File: config.mk
export PLATFORM = sky130hd
export DESIGN_NAME = mini_core
export DESIGN_NICKNAME = d
export VERILOG_FILES = /design/src/hdl/mini_core_pkg.sv /design/src/hdl/mini_core.sv /design/src/hdl/reg_file.sv /design/src/hdl/exec_unit.sv /design/src/hdl/core_control.sv /design/src/hdl/instr_decoder.sv
export VERILOG_INCLUDE_DIRS = /design/src /design/src/hdl
export SDC_FILE = /design/constraint.sdc
export NUM_CORES = 2
export LEC_CHECK = 0
export BUFFER_PORTS_ARGS = -buffer_cell sky130_fd_sc_hd__buf_4
export CAP_MARGIN = 20
export CORE_ASPECT_RATIO = 1.75
export CORE_MARGIN = 5
export CORE_UTILIZATION = 28
export CTS_CLUSTER_SIZE = 10
export DETAILED_ROUTE_END_ITERATION = 7
export GPL_TIMING_DRIVEN = 0
export PLACE_DENSITY_LB_ADDON = 0.1
export SYNTH_ARGS = -nofsm -noshare
export SYNTH_HDL_FRONTEND = slang
export SYNTH_SLANG_ARGS = --single-unit
File: constraint.sdc
create_clock -name clk -period 10.2 [get_ports clk]
set_clock_uncertainty 0.15 [all_clocks]
set_input_delay 2.04 -clock clk [delete_from_list [all_inputs] [get_ports clk]]
set_output_delay 2.04 -clock clk [all_outputs]
set_load 0.05 [all_outputs]
File: src/hdl/mini_core_config.svh
`ifndef MINI_CORE_CONFIG_SVH
`define MINI_CORE_CONFIG_SVH

// word and register file geometry
`define MC_WIDTH        32
`define MC_REGS_CODING  3

// alu opcode and flags
`define MC_OPCODE       4
`define MC_FLAGS        4

// flag bit positions
`define MC_CARRY        0
`define MC_SIGN         1
`define MC_OVERFLOW     2
`define MC_ZERO         3

`define MC_CORE_NUMBER  2   // core index width
`define MC_INT_NUM      3   // interrupt number width

`endif
File: src/hdl/mini_core_pkg.sv
`include "mini_core_config.svh"

package mini_core_pkg;

    typedef logic [`MC_WIDTH-1:0]       word_t;
    typedef logic [`MC_REGS_CODING-1:0] reg_idx_t;

    // long form, movl / movh with 16-bit immediate
    typedef struct packed {
        logic                        is_long;
        logic [4:0]                  rsvd;
        logic                        movl;     // 1 movl, 0 movh
        logic [3:0]                  cond;
        reg_idx_t                    rd;
        logic [1:0]                  pad;
        logic [`MC_WIDTH/2-1:0]      imm;
    } long_instr_t;

    typedef struct packed {
        logic [`MC_WIDTH/2-1:0] hi;      // executed first
        logic [`MC_WIDTH/2-1:0] lo;
    } short_pair_t;

    typedef union packed {
        long_instr_t long_i;
        short_pair_t pair;
    } instr_word_u;

    typedef enum logic [`MC_OPCODE-1:0] {
        ALU_ADD = 4'b0000,
        ALU_SUB = 4'b0001,
        ALU_AND = 4'b0010,
        ALU_OR  = 4'b0011,
        ALU_XOR = 4'b0100,
        ALU_SHL = 4'b0101,
        ALU_SHR = 4'b0110,
        ALU_CMP = 4'b1100
    } alu_op_e;

    typedef enum logic [2:0] {
        MOV_REG   = 3'b000,
        MOV_LOW   = 3'b001,
        MOV_HIGH  = 3'b010,
        MOV_FLAGS = 3'b011,
        MOV_CORE  = 3'b100,
        MOV_JUMP  = 3'b111
    } mov_kind_e;

    typedef struct packed {
        logic                        alu_en;
        logic                        mem_en;
        logic                        move_en;
        logic                        wren;
        logic                        interrupt;
        logic                        write_stack_params;
        alu_op_e                     alu_opcode;
        mov_kind_e                   mov_kind;
        reg_idx_t                    op1;
        reg_idx_t                    op2;
        logic [`MC_WIDTH/2-1:0]      immediate;
        logic                        suffix;
        logic [`MC_INT_NUM-1:0]      int_num;
        logic [1:0]                  stack_param_coding; // msb / mse / sb / excl
        reg_idx_t                    stack_param_reg;
    } decoded_op_t;

    typedef struct packed {
        logic     valid;
        reg_idx_t idx;
        word_t    data;
    } wb_t;

    typedef struct packed {
        logic  valid;
        logic  we;
        word_t addr;
        word_t wdata;
    } mem_req_t;

    typedef struct packed {
        logic                   jump;
        word_t                  jump_target;
        logic                   intr;
        logic [`MC_INT_NUM-1:0] int_num;
        logic                   stack_we;
        logic [1:0]             stack_coding;
        word_t                  stack_value;
    } side_evt_t;

endpackage

File: src/hdl/mini_core.sv
`timescale 1ns/1ps
`include "mini_core_config.svh"

module mini_core
    import mini_core_pkg::*;
(
    input  logic                       clk,
    input  logic                       rst_n,
    input  logic                       instr_valid,
    input  instr_word_u                instr,
    input  logic [`MC_CORE_NUMBER-1:0] core_index,
    output logic                       busy,
    output wb_t                        wb,
    output mem_req_t                   mem_req,
    output side_evt_t                  evt,
    output logic [`MC_FLAGS-1:0]       flags
);

    logic                 dec_en;
    logic                 half_sel;
    instr_word_u          word;      // accepted instruction word
    decoded_op_t          op;
    logic                 rf_we;
    logic                 flags_we;
    logic [`MC_WIDTH-1:0] result;
    logic [`MC_WIDTH-1:0] rd1;
    logic [`MC_WIDTH-1:0] rd2;
    logic [`MC_WIDTH-1:0] rd3;

    core_control core_control_i (
        .clk         (clk),
        .rst_n       (rst_n),
        .instr_valid (instr_valid),
        .instr       (instr),
        .busy        (busy),
        .dec_en      (dec_en),
        .half_sel    (half_sel),
        .word        (word),
        .op          (op),
        .rf_we       (rf_we),
        .flags_we    (flags_we),
        .wb          (wb),
        .mem_req     (mem_req),
        .evt         (evt),
        .result      (result),
        .rd1         (rd1),
        .rd2         (rd2),
        .rd3         (rd3)
    );

    instr_decoder instr_decoder_i (
        .clk      (clk),
        .rst_n    (rst_n),
        .en       (dec_en),
        .instr    (word),
        .half_sel (half_sel),
        .flags    (flags),
        .op       (op)
    );

    exec_unit exec_unit_i (
        .clk        (clk),
        .rst_n      (rst_n),
        .op         (op),
        .rd1        (rd1),
        .rd2        (rd2),
        .core_index (core_index),
        .flags_we   (flags_we),
        .flags      (flags),
        .result     (result)
    );

    reg_file reg_file_i (
        .clk   (clk),
        .rst_n (rst_n),
        .ra1   (op.op1),
        .ra2   (op.op2),
        .ra3   (op.stack_param_reg),
        .rd1   (rd1),
        .rd2   (rd2),
        .rd3   (rd3),
        .we    (rf_we),
        .wa    (op.op1),
        .wd    (result)
    );

endmodule

File: src/hdl/reg_file.sv
`timescale 1ns/1ps
`include "mini_core_config.svh"

module reg_file (
    input  logic                       clk,
    input  logic                       rst_n,
    input  logic [`MC_REGS_CODING-1:0] ra1,
    input  logic [`MC_REGS_CODING-1:0] ra2,
    input  logic [`MC_REGS_CODING-1:0] ra3,   // stack parameter source
    output logic [`MC_WIDTH-1:0]       rd1,
    output logic [`MC_WIDTH-1:0]       rd2,
    output logic [`MC_WIDTH-1:0]       rd3,
    input  logic                       we,
    input  logic [`MC_REGS_CODING-1:0] wa,
    input  logic [`MC_WIDTH-1:0]       wd
);

    localparam int NREGS = 1 << `MC_REGS_CODING;

    logic [`MC_WIDTH-1:0] regs [NREGS];

    assign rd1 = regs[ra1];
    assign rd2 = regs[ra2];
    assign rd3 = regs[ra3];

    always_ff @(posedge clk or negedge rst_n) begin
        if (!rst_n) begin
            for (int i = 0; i < NREGS; i++) begin
                regs[i] <= '0;
            end
        end else if (we) begin
            regs[wa] <= wd;
        end
    end

endmodule

File: src/hdl/exec_unit.sv
`timescale 1ns/1ps
`include "mini_core_config.svh"

module exec_unit
    import mini_core_pkg::*;
(
    input  logic                       clk,
    input  logic                       rst_n,
    input  decoded_op_t                op,
    input  logic [`MC_WIDTH-1:0]       rd1,
    input  logic [`MC_WIDTH-1:0]       rd2,
    input  logic [`MC_CORE_NUMBER-1:0] core_index,
    input  logic                       flags_we,
    output logic [`MC_FLAGS-1:0]       flags,
    output logic [`MC_WIDTH-1:0]       result
);

    localparam int MSB = `MC_WIDTH - 1;

    logic [`MC_WIDTH:0]   sum;        // top bit is carry / borrow
    logic [`MC_WIDTH-1:0] alu_res;
    logic [`MC_FLAGS-1:0] flags_nxt;
    logic                 arith;

    always_comb begin
        sum     = '0;
        alu_res = '0;
        arith   = 1'b0;
        case (op.alu_opcode)
            ALU_ADD: begin
                sum   = {1'b0, rd1} + {1'b0, rd2};
                arith = 1'b1;
            end
            ALU_SUB, ALU_CMP: begin
                sum   = {1'b0, rd1} - {1'b0, rd2};
                arith = 1'b1;
            end
            ALU_AND: alu_res = rd1 & rd2;
            ALU_OR:  alu_res = rd1 | rd2;
            ALU_XOR: alu_res = rd1 ^ rd2;
            ALU_SHL: alu_res = rd1 << rd2[$clog2(`MC_WIDTH)-1:0];
            ALU_SHR: alu_res = rd1 >> rd2[$clog2(`MC_WIDTH)-1:0];
            default: alu_res = '0;
        endcase
        if (arith) alu_res = sum[MSB:0];

        flags_nxt              = '0;
        flags_nxt[`MC_ZERO]    = (alu_res == '0);
        flags_nxt[`MC_SIGN]    = alu_res[MSB];
        if (arith) begin
            flags_nxt[`MC_CARRY]    = sum[`MC_WIDTH];
            flags_nxt[`MC_OVERFLOW] = (op.alu_opcode == ALU_ADD) ?
                ((rd1[MSB] == rd2[MSB]) && (alu_res[MSB] != rd1[MSB])) :
                ((rd1[MSB] != rd2[MSB]) && (alu_res[MSB] != rd1[MSB]));
        end
    end

    always_comb begin
        result = '0;
        if (op.alu_en) begin
            result = alu_res;
        end else if (op.move_en) begin
            case (op.mov_kind)
                MOV_REG:   result = rd2;
                MOV_LOW:   result = {rd1[MSB:`MC_WIDTH/2], op.immediate};
                MOV_HIGH:  result = {op.immediate, rd1[`MC_WIDTH/2-1:0]};
                MOV_FLAGS: result = {{(`MC_WIDTH-`MC_FLAGS){1'b0}}, flags};
                MOV_CORE:  result = {{(`MC_WIDTH-`MC_CORE_NUMBER){1'b0}}, core_index};
                default:   result = rd1;   // jump target
            endcase
        end
    end

    always_ff @(posedge clk or negedge rst_n) begin
        if (!rst_n) begin
            flags <= '0;
        end else if (flags_we) begin
            flags <= flags_nxt;
        end
    end

endmodule

File: src/hdl/core_control.sv
`timescale 1ns/1ps
`include "mini_core_config.svh"

module core_control
    import mini_core_pkg::*;
(
    input  logic                 clk,
    input  logic                 rst_n,
    input  logic                 instr_valid,
    input  instr_word_u          instr,
    output logic                 busy,
    output logic                 dec_en,
    output logic                 half_sel,
    output instr_word_u          word,
    input  decoded_op_t          op,
    output logic                 rf_we,
    output logic                 flags_we,
    output wb_t                  wb,
    output mem_req_t             mem_req,
    output side_evt_t            evt,
    input  logic [`MC_WIDTH-1:0] result,
    input  logic [`MC_WIDTH-1:0] rd1,
    input  logic [`MC_WIDTH-1:0] rd2,
    input  logic [`MC_WIDTH-1:0] rd3
);

    typedef enum logic [2:0] {S_IDLE, S_UPPER, S_BUBBLE, S_LOWER, S_COMMIT} state_e;

    state_e state;
    state_e state_nxt;
    logic   commit;
    logic   fire;

    assign dec_en   = (state == S_UPPER) || (state == S_LOWER);
    assign half_sel = (state == S_LOWER);
    // upper half commits during the bubble so the lower half sees its flags
    assign commit   = (state == S_BUBBLE) || (state == S_COMMIT);
    assign fire     = commit && op.suffix;
    assign rf_we    = fire && ((op.alu_en && op.alu_opcode != ALU_CMP) ||
                               (op.move_en && op.mov_kind != MOV_JUMP));
    assign flags_we = fire && op.alu_en;

    always_comb begin
        state_nxt = state;
        case (state)
            S_IDLE:   if (instr_valid) state_nxt = S_UPPER;
            S_UPPER:  state_nxt = word.long_i.is_long ? S_COMMIT : S_BUBBLE;
            S_BUBBLE: state_nxt = S_LOWER;
            S_LOWER:  state_nxt = S_COMMIT;
            default:  state_nxt = S_IDLE;
        endcase
    end

    always_ff @(posedge clk or negedge rst_n) begin
        if (!rst_n) begin
            state <= S_IDLE;
            busy  <= 1'b0;
        end else begin
            state <= state_nxt;
            busy  <= instr_valid || (state != S_IDLE);  // one extra cycle after commit
        end
    end

    always_ff @(posedge clk or negedge rst_n) begin
        if (!rst_n) begin
            word <= '0;
        end else if (state == S_IDLE && instr_valid) begin
            word <= instr;
        end
    end

    always_ff @(posedge clk or negedge rst_n) begin
        if (!rst_n) begin
            wb      <= '0;
            mem_req <= '0;
            evt     <= '0;
        end else begin
            wb      <= '0;
            mem_req <= '0;
            evt     <= '0;
            if (rf_we) begin
                wb.valid <= 1'b1;
                wb.idx   <= op.op1;
                wb.data  <= result;
            end
            if (fire && op.mem_en) begin
                mem_req.valid <= 1'b1;
                mem_req.we    <= op.wren;
                mem_req.addr  <= rd2;
                mem_req.wdata <= rd1;
            end
            if (fire && op.move_en && op.mov_kind == MOV_JUMP) begin
                evt.jump        <= 1'b1;
                evt.jump_target <= rd1;
            end
            if (fire && op.interrupt) begin
                evt.intr    <= 1'b1;
                evt.int_num <= op.int_num;
            end
            if (fire && op.write_stack_params) begin
                evt.stack_we     <= 1'b1;
                evt.stack_coding <= op.stack_param_coding;
                evt.stack_value  <= rd3;
            end
        end
    end

endmodule

File: src/hdl/instr_decoder.sv
`timescale 1ns/1ps
`include "mini_core_config.svh"

module instr_decoder
    import mini_core_pkg::*;
(
    input  logic                 clk,
    input  logic                 rst_n,
    input  logic                 en,
    input  instr_word_u          instr,
    input  logic                 half_sel,
    input  logic [`MC_FLAGS-1:0] flags,
    output decoded_op_t          op
);

    logic [`MC_WIDTH/2-1:0] short_i;
    logic                   main_cond;   // bits 9:6
    logic                   alt_cond;    // bits 8:5, stack / int / coreidx group
    logic [4:0]             sp_code;
    decoded_op_t            dec;

    function automatic logic cond_true(input logic [3:0] cond, input logic [`MC_FLAGS-1:0] f);
        logic z;
        logic s;
        logic v;
        logic c;
        z = f[`MC_ZERO];
        s = f[`MC_SIGN];
        v = f[`MC_OVERFLOW];
        c = f[`MC_CARRY];
        case (cond)
            4'b0000: return z;                  // eq
            4'b0001: return !z;                 // ne
            4'b0010: return !z && (s == v);     // gt
            4'b0011: return s != v;             // lt
            4'b0100: return s == v;             // ge
            4'b0101: return z || (s != v);      // le
            4'b0110: return c;
            4'b0111: return !c;
            4'b1000: return s;
            4'b1001: return !s;
            4'b1010: return 1'b1;               // al
            4'b1011: return 1'b0;               // nv
            4'b1100: return v;
            4'b1101: return !v;
            4'b1110: return c && !z;
            default: return !c || !z;
        endcase
    endfunction

    // jump opcode low bits to condition code
    function automatic logic [3:0] jump_cond(input logic [2:0] sel);
        case (sel)
            3'b001:  return 4'b0000;
            3'b010:  return 4'b0001;
            3'b011:  return 4'b0010;
            3'b100:  return 4'b0100;
            3'b101:  return 4'b0011;
            3'b110:  return 4'b0101;
            default: return 4'b1010;
        endcase
    endfunction

    always_comb begin
        dec       = '0;
        short_i   = half_sel ? instr.pair.lo : instr.pair.hi;
        main_cond = cond_true(short_i[9:6], flags);
        alt_cond  = cond_true(short_i[8:5], flags);
        sp_code   = short_i[13:9] - 5'b10010;

        if (instr.long_i.is_long) begin
            dec.move_en   = 1'b1;
            dec.mov_kind  = instr.long_i.movl ? MOV_LOW : MOV_HIGH;
            dec.op1       = instr.long_i.rd;
            dec.immediate = instr.long_i.imm;
            dec.suffix    = cond_true(instr.long_i.cond, flags);
        end else if (short_i[14]) begin
            dec.alu_en     = 1'b1;
            dec.alu_opcode = alu_op_e'(short_i[13:10]);
            dec.op1        = short_i[5:3];
            dec.op2        = short_i[2:0];
            dec.suffix     = main_cond;   // cmp keeps it, control drops the write-back
        end else if (short_i[13:11] == 3'b000) begin
            dec.mem_en = 1'b1;
            dec.wren   = short_i[10];
            dec.op1    = short_i[5:3];     // data
            dec.op2    = short_i[2:0];     // address
            dec.suffix = main_cond;
        end else if (short_i[13:10] == 4'b0010) begin
            dec.move_en  = 1'b1;
            dec.mov_kind = MOV_REG;
            dec.op1      = short_i[5:3];
            dec.op2      = short_i[2:0];
            dec.suffix   = main_cond;
        end else begin
            case (short_i[13:9])
                5'b01000: begin
                    dec.move_en  = 1'b1;
                    dec.mov_kind = MOV_FLAGS;
                    dec.op1      = short_i[8:6];
                    dec.suffix   = main_cond;
                end
                5'b01001, 5'b01010, 5'b01011, 5'b01100,
                5'b01101, 5'b01110, 5'b01111: begin
                    dec.move_en  = 1'b1;
                    dec.mov_kind = MOV_JUMP;
                    dec.op1      = short_i[8:6];
                    dec.suffix   = cond_true(jump_cond(short_i[11:9]), flags);
                end
                5'b10000: begin
                    dec.move_en  = 1'b1;
                    dec.mov_kind = MOV_CORE;
                    dec.op1      = short_i[4:2];
                    dec.suffix   = alt_cond;
                end
                5'b10001: begin
                    dec.interrupt = 1'b1;
                    dec.int_num   = short_i[4:2];
                    dec.suffix    = alt_cond;
                end
                5'b10010, 5'b10011, 5'b10100, 5'b10101: begin
                    dec.write_stack_params = 1'b1;
                    dec.stack_param_coding = sp_code[1:0];
                    dec.stack_param_reg    = short_i[4:2];
                    dec.suffix             = alt_cond;
                end
                default: dec = '0;        // unknown op does nothing
            endcase
        end
    end

    always_ff @(posedge clk or negedge rst_n) begin
        if (!rst_n) begin
            op <= '0;
        end else if (en) begin
            op <= dec;
        end
    end

endmodule

# Yosys cells after proc, flatten, opt, wreduce, memory -nomap -nowiden
# Index checks and enable logic that the tools add are counted.
dict set report totals {
  register_bits 514
  input_bits 37
  elab_cells 281
}
dict set report classes {
  addsub 3
  n_bitwise 6
  shifts 2
  muxes 82
  n_eq_ne 101
  n_lt_le_gt_ge 4
  n_reduce_logical 42
}
# cell n
set op_table {}
lappend op_table {{two-way mux 32 bit} 10}
lappend op_table {{one-hot mux 32 bit (5 select lines)} 2}
lappend op_table {{binary-select mux 32 bit (select 3 bit)} 3}
lappend op_table {{bitwise mux 256 bit} 1}
lappend op_table {{equality test 4 bit, second input constant} 29}
lappend op_table {{demux 32 bit (select 3 bit)} 1}
lappend op_table {{equality test 4 x 3 -> 1 bit, second input constant} 19}
lappend op_table {{two-way mux 19 bit} 4}
lappend op_table {{two-way mux 66 bit} 1}
lappend op_table {{one-hot mux 33 bit (2 select lines)} 1}
lappend op_table {{one-hot mux 1 bit (15 select lines)} 4}
lappend op_table {{two-way mux 16 bit} 3}
lappend op_table {{equality test 4 x 2 -> 1 bit, second input constant} 11}
lappend op_table {{equality test 5 x 4 -> 1 bit, second input constant} 8}
lappend op_table {{two-way mux 36 bit} 1}
lappend op_table {{two-way mux 35 bit} 1}
lappend op_table {{adder 32 x 32 -> 33 bit} 1}
lappend op_table {{two-way mux 33 bit} 1}
lappend op_table {{subtractor 32 x 32 -> 33 bit} 1}
lappend op_table {{AND 32 bit} 1}
lappend op_table {{logical NOT 32 bit} 1}
lappend op_table {{two-way mux 8 bit} 4}
lappend op_table {{bitwise OR 32 bit} 1}
lappend op_table {{left shift 32 x 5 -> 32 bit} 1}
lappend op_table {{other kinds (42)} 130}

# Logic depth before layout (Yosys ltp)
dict set report logic_depth {
  ltp_word 16
  depth_mapped 28
  ltp_nobuf 23
}

# Cells and area by module
# A second synthesis with hierarchy kept.
dict set report unflattened {
  cells_unflattened 3017
  area_unflattened_um2 35186.2
}
# module area_per_inst_um2 cells_per_inst instances seq_area_each_um2
set modules_own_cells {}
lappend modules_own_cells {reg_file 15787.6 893 1 6406.1}
lappend modules_own_cells {exec_unit 9475.3 1337 1 100.1}
lappend modules_own_cells {core_control 7111.8 469 1 5255.0}
lappend modules_own_cells {instr_decoder 2811.4 318 1 1101.1}

# Least setup slack after synthesis
# No wires, ideal clock.
dict set report synth_timing {
  kind {register to register}
  startpoint {reg instr_decoder_i.op[25] (netlist name)}
  endpoint {reg exec_unit_i.flags[3]}
  path_stages_with_launch 23
  required_time_ns 9.947
  path_slack_ns 3.724
  period_less_slack_ns 6.476
  arrival_time_ns 6.223
  path_cell_list {dfrtp_1 buf_2 buf_2 buf_2 buf_1 buf_2 mux4_2 mux2i_1 nand3_1 nor3_1 a21oi_1 xnor2_1 ha_1 a21o_1 a21oi_1 nand2_1 o21ai_0 xor2_1 o211ai_1 or4_1 nor4_1 nand4b_1 o41ai_2}
}
dict set report synth_via {
  elab_chain_len 8
  elab_cells_between_ends 15
  cone_classes {add/sub: 2; shift: 2; mux: 6; bitwise: 4; reduce/logical: 1}
}
# element line
set synth_rtl {}
lappend synth_rtl {{inverter 3 -> 4 bit (implied by the code) *} reg_file.sv:23} ;# assign rd2 = regs[ra2];
lappend synth_rtl {{binary-select mux 32 bit (select 3 bit) *} reg_file.sv:23}
lappend synth_rtl {{two-way mux 32 bit (implied by the code) * (2 in a row)} reg_file.sv:23}
lappend synth_rtl {{subtractor 32 x 32 -> 33 bit, or another cell as far along} exec_unit.sv:35} ;# sum = {1'b0, rd1} - {1'b0, rd2};
lappend synth_rtl {{one-hot mux 33 bit (2 select lines) / one-hot mux 32 bit (5 select lines) (equally long branches)} exec_unit.sv:29} ;# case (op.alu_opcode)
lappend synth_rtl {{two-way mux 32 bit *} exec_unit.sv:45} ;# if (arith) alu_res = sum[MSB:0];
lappend synth_rtl {{logical NOT 32 bit *} exec_unit.sv:48} ;# flags_nxt[`MC_ZERO] = (alu_res == '0);
lappend synth_rtl {{end signal: assignment} exec_unit.sv:78} ;# flags <= flags_nxt;
lappend synth_rtl {{end: declaration} exec_unit.sv:14} ;# output logic [`MC_FLAGS-1:0] flags,
# Every way passes the cells marked *; elsewhere a longest branch is shown, timed or not. The select of a mux whose other input is x is not followed.
# A chain may end at the register's enable or synchronous reset.

# Final worst setup path
dict set report layout_timing {
  startpoint {reg instr_decoder_i.op[27] (netlist name)}
  endpoint {reg exec_unit_i.flags[3]}
}
dict set report layout_via {
  elab_chain_len 8
  elab_cells_between_ends 15
  cone_classes {add/sub: 2; shift: 2; mux: 6; bitwise: 4; reduce/logical: 1}
}
# element line
set layout_rtl {}
lappend layout_rtl {{inverter 3 -> 4 bit (implied by the code) *} reg_file.sv:23}
lappend layout_rtl {{binary-select mux 32 bit (select 3 bit) *} reg_file.sv:23}
lappend layout_rtl {{two-way mux 32 bit (implied by the code) * (2 in a row)} reg_file.sv:23}
lappend layout_rtl {{subtractor 32 x 32 -> 33 bit, or another cell as far along} exec_unit.sv:35}
lappend layout_rtl {{one-hot mux 33 bit (2 select lines) / one-hot mux 32 bit (5 select lines) (equally long branches)} exec_unit.sv:29}
lappend layout_rtl {{two-way mux 32 bit *} exec_unit.sv:45}
lappend layout_rtl {{logical NOT 32 bit *} exec_unit.sv:48}
# Marked as above.

==> metrics.md <==
| Metric | Value |
|---|---|
| Status | `complete, but fails checks` |
| Violated checks | `DRC, setup timing` |
| Placed cells | `about 5k` |
| Drt first-iter violations | `2364` |
| Async SR Flop Fraction | `between 90% and 100%` |
| Crit-path slowest cell | `buf_1` |
| Startpoint Class | `flip-flop` |
| Routed vias | `29.3k` |
| Worst flop-to-flop path startpoint | `instr_decoder_i.op[27]$_DFFE_PN0P_` |
| Avg Cell Area, Syn | `just under 10 sq um` |
| Max Slew Vio Count | `0` |
| Fraction of layout cells with a size suffix above 1 | `between 10% and 20%` |
| Synthesized cell area | `between 30000 and 40000 sq um` |
| Synth area leader | `dfrtp_1` |
| Core area | `115000 sq um` |
| Number of flops mapped to enable cells by yosys | `0` |
| Die X | `267 um` |
| CTS tree | `done` |
| Crit path max fanout | `11` |
| Final worst slack | `-0.0128 ns` |
| Final wirelength | `175000 um` |
| Total Nets Final | `3737` |
| Setup Viol. Count Final | `1` |
| Unique cell type count in the Yosys netlist | `74` |
| Clock latency on the worst-skew pair | `0.68 ns` |
| Area Growth Syn to Fin | `18.6%` |
| Final HPWL from detailed placement | `136000 um` |
| H-tree Lvls | `2` |
| Worst-Margin Slew | `1.44 ns` |
| Slew margin rel. | `~4.3%` |
| Crit path arrival time | `around 11 ns` |
| Top cells by count, synth | `610 x nor2_1, 514 x dfrtp_1, 391 x a21oi_1` |
| Crit path top cell by count | `buf_2` |
| Most common cell in the netlist | `nor2_1` |
| Max-cap violations | `0` |
| Final Non-Filler Cells | `5116` |
| Top Ports | `216` |
| Worst Hold End | `instr_decoder_i.op[40]$_DFFE_PN0P_` |
| Most used DFF post-synth | `dfrtp_1` |
| Hold Path Stages | `2` |
| Yosys top cell area share | `39.8%` |
| Element type at the critical path end | `flip-flop` |
| I/O Buffers | `215` |
| Tot GR Track Use | `27.8%` |
| Flop-to-flop setup slack | `-0.01 ns` |
| Post-CTS Hold Buffers | `0` |
| CP top delay family | `compound AO/OA/AOI/OAI gates` |
| Critical Path RT | `approximately 11 ns` |
| Buf/Inv on CP | `7` |
| Syn nets | `3405` |
| Routed wire length per instance | `approximately 34 um` |
| Die Ht | `459 um` |
| Row Count | `about 170` |
| Worst r2r path cells | `26` |
| Period utilization | `100%` |
| Gpl congestion | `between 1 and 1.5` |
| FF-to-FF End | `exec_unit_i.flags[3]$_DFFE_PN0P_` |
| Final hold vios | `0` |
| Die Footprint | `123000 sq um` |
| ANT nets after route | `0` |
| Fill cells | `12.1k` |
| Antenna violations before repair | `2` |
| Sequential area share after synthesis | `39.8%` |
| Worst-path clk slew | `~0.060 ns` |
| Yosys warns | `0` |
| HP Class | `flip-flop to flip-flop` |
| Pin count of the biggest net entering global routing | `110` |
| GRT overflow | `0` |
| TritonCTS Buffers | `59` |
| Drt first pass iters | `8` |
| Synth top area cells | `dfrtp_1 40%, mux4_2 13%, nor2_1 7.1%, a21oi_1 6.1%, mux2i_1 5.7%` |
| Initial core utilization | `between 20 and 30%` |
| Biggest cell delay along the critical path | `between 0.8 and 0.9 ns` |
| First-pass GRT wire length | `~240000 um` |
| Achievable clock frequency | `97.9 MHz` |
| RSZ-0062 raised after global routing | `no` |
| Register bit total from synthesis | `a little over 500` |
| Crit path kind | `flip-flop to flip-flop` |
| Via-to-Cell Ratio | `5.74` |
| Number of global-route vias before repair | `just over 30k` |
| Clk root buf | `clkbuf_16` |
| Drt drc | `4` |
| Synth Instances | `3262` |
| Clock sinks | `between 500 and 600` |
| Fin crit period | `between 10 and 15 ns` |
| Hold path start | `instr_decoder_i.op[40]$_DFFE_PN0P_` |
| Max Buffers Root-to-Sink | `3` |
state kept, by name, summed over array words and instances, names as in the netlist:
register,flops
core_control_i.mem_req,66
core_control_i.busy,1
core_control_i.state,3
core_control_i.evt,72
reg_file_i.regs,256
core_control_i.wb,36
instr_decoder_i.op,44
exec_unit_i.flags,4
core_control_i.word,32
metal layers:
metal  global-route usage, %  up-vias  routed length (um)  part of all wire (%)
met3                    4.04      487                8790                   5.0
met4                    18.7        2               15000                   8.6
met2                    49.8     1284               89700                    51
met5                       0        -                  15                0.0086
met1                    30.2    15000               61700                    35
li1                        -    12600                   -                     -
repair_timing:
| action | in CTS | in global routing |
|---|---|---|
| buffers inserted | 0 | 0 |
| setup endpoints to repair | 1 | 1 |
| endpoints found under the hold margin | 0 | 0 |
| resized for setup | 2 | 7 |
layout make-up:
class | count | area [sq um] | area share (%)
repair buffers | 271 | 2370 | 6.18
inverters | 76 | 285 | 0.745
clock inverters | 4 | 88.8 | 0.232
diodes | 3 | 7.51 | 0.0196
multi-input cells | 2422 | 18200 | 47.5
clock buffers | 73 | 1580 | 4.12
well taps | 1503 | 1880 | 4.91
flip-flops and latches | 514 | 12900 | 33.6
plain buffers | 250 | 1050 | 2.75
worst register-to-register path, delay by kind of cell (launching register included):
family          cells  cell delay (ns)
simple gates        7             2.55
xor+xnor            2             0.36
buf+inv             7             2.80
fa+ha+maj           1             0.37
flops               1             0.47
compound gates      7             2.85
mux                 2             0.47
worst max path at each step:
stage | cells after the start | endpoint | start | slack [ns]
final | 26 | exec_unit_i.flags[3]$_DFFE_PN0P_ | instr_decoder_i.op[27]$_DFFE_PN0P_ | -0.01
after global routing | 25 | exec_unit_i.flags[3]$_DFFE_PN0P_ | instr_decoder_i.op[26]$_DFFE_PN0P_ | 0.06
after CTS | 25 | exec_unit_i.flags[3]$_DFFE_PN0P_ | instr_decoder_i.op[26]$_DFFE_PN0P_ | 0.06
after detailed placement | 25 | exec_unit_i.flags[3]$_DFFE_PN0P_ | instr_decoder_i.op[26]$_DFFE_PN0P_ | -0.44
after global placement | 23 | exec_unit_i.flags[3]$_DFFE_PN0P_ | instr_decoder_i.op[26]$_DFFE_PN0P_ | -0.70
after floorplan | 22 | exec_unit_i.flags[3]$_DFFE_PN0P_ | instr_decoder_i.op[25]$_DFFE_PN0P_ | 3.72
stage by stage:
step	area (sq um)	setup slack, ns	setup TNS [ns]	util [%]	hold slack, ns
after floorplan	32300	3.72	0	-	0.292
after global placement	35800	-0.704	-0.704	31.1	0.307
after detailed placement	36500	-0.436	-0.436	31.7	0.314
after CTS	38200	0.0561	0	33.1	0.328
after global routing	38300	0.0628	0	33.3	0.364
final	38300	-0.0128	-0.0128	33.3	0.318
cells by family after synthesis:
family	Yosys count	share of synthesized area [%]
simple gates	962	12.5
flops	514	39.8
fa+ha+maj	106	4.13
xor+xnor	65	1.76
mux	448	21.9
buf+inv	326	4.10
compound gates	841	15.8
layout by cell type (no fill, tap or decap), types with 16 or more instances in the layout:
| cell type | count |
|---|---|
| a211oi_1 | 26 |
| a21o_1 | 16 |
| a21oi_1 | 391 |
| a221oi_1 | 43 |
| a22oi_1 | 39 |
| a31oi_1 | 25 |
| buf_1 | 36 |
| buf_2 | 29 |
| buf_4 | 239 |
| buf_6 | 17 |
| buf_8 | 18 |
| clkbuf_1 | 181 |
| clkbuf_16 | 60 |
| dfrtp_1 | 514 |
| ha_1 | 105 |
| inv_1 | 68 |
| mux2_2 | 52 |
| mux2i_1 | 177 |
| mux2i_2 | 19 |
| mux4_2 | 190 |
| nand2_1 | 169 |
| nand2b_1 | 21 |
| nand3_1 | 28 |
| nor2_1 | 609 |
| nor3_1 | 35 |
| o211ai_1 | 23 |
| o21ai_0 | 119 |
| o22ai_1 | 70 |
| xnor2_1 | 53 |
Power is not shown: default switching activity piles up to over one toggle a cycle in this logic, so the estimate is an artifact.
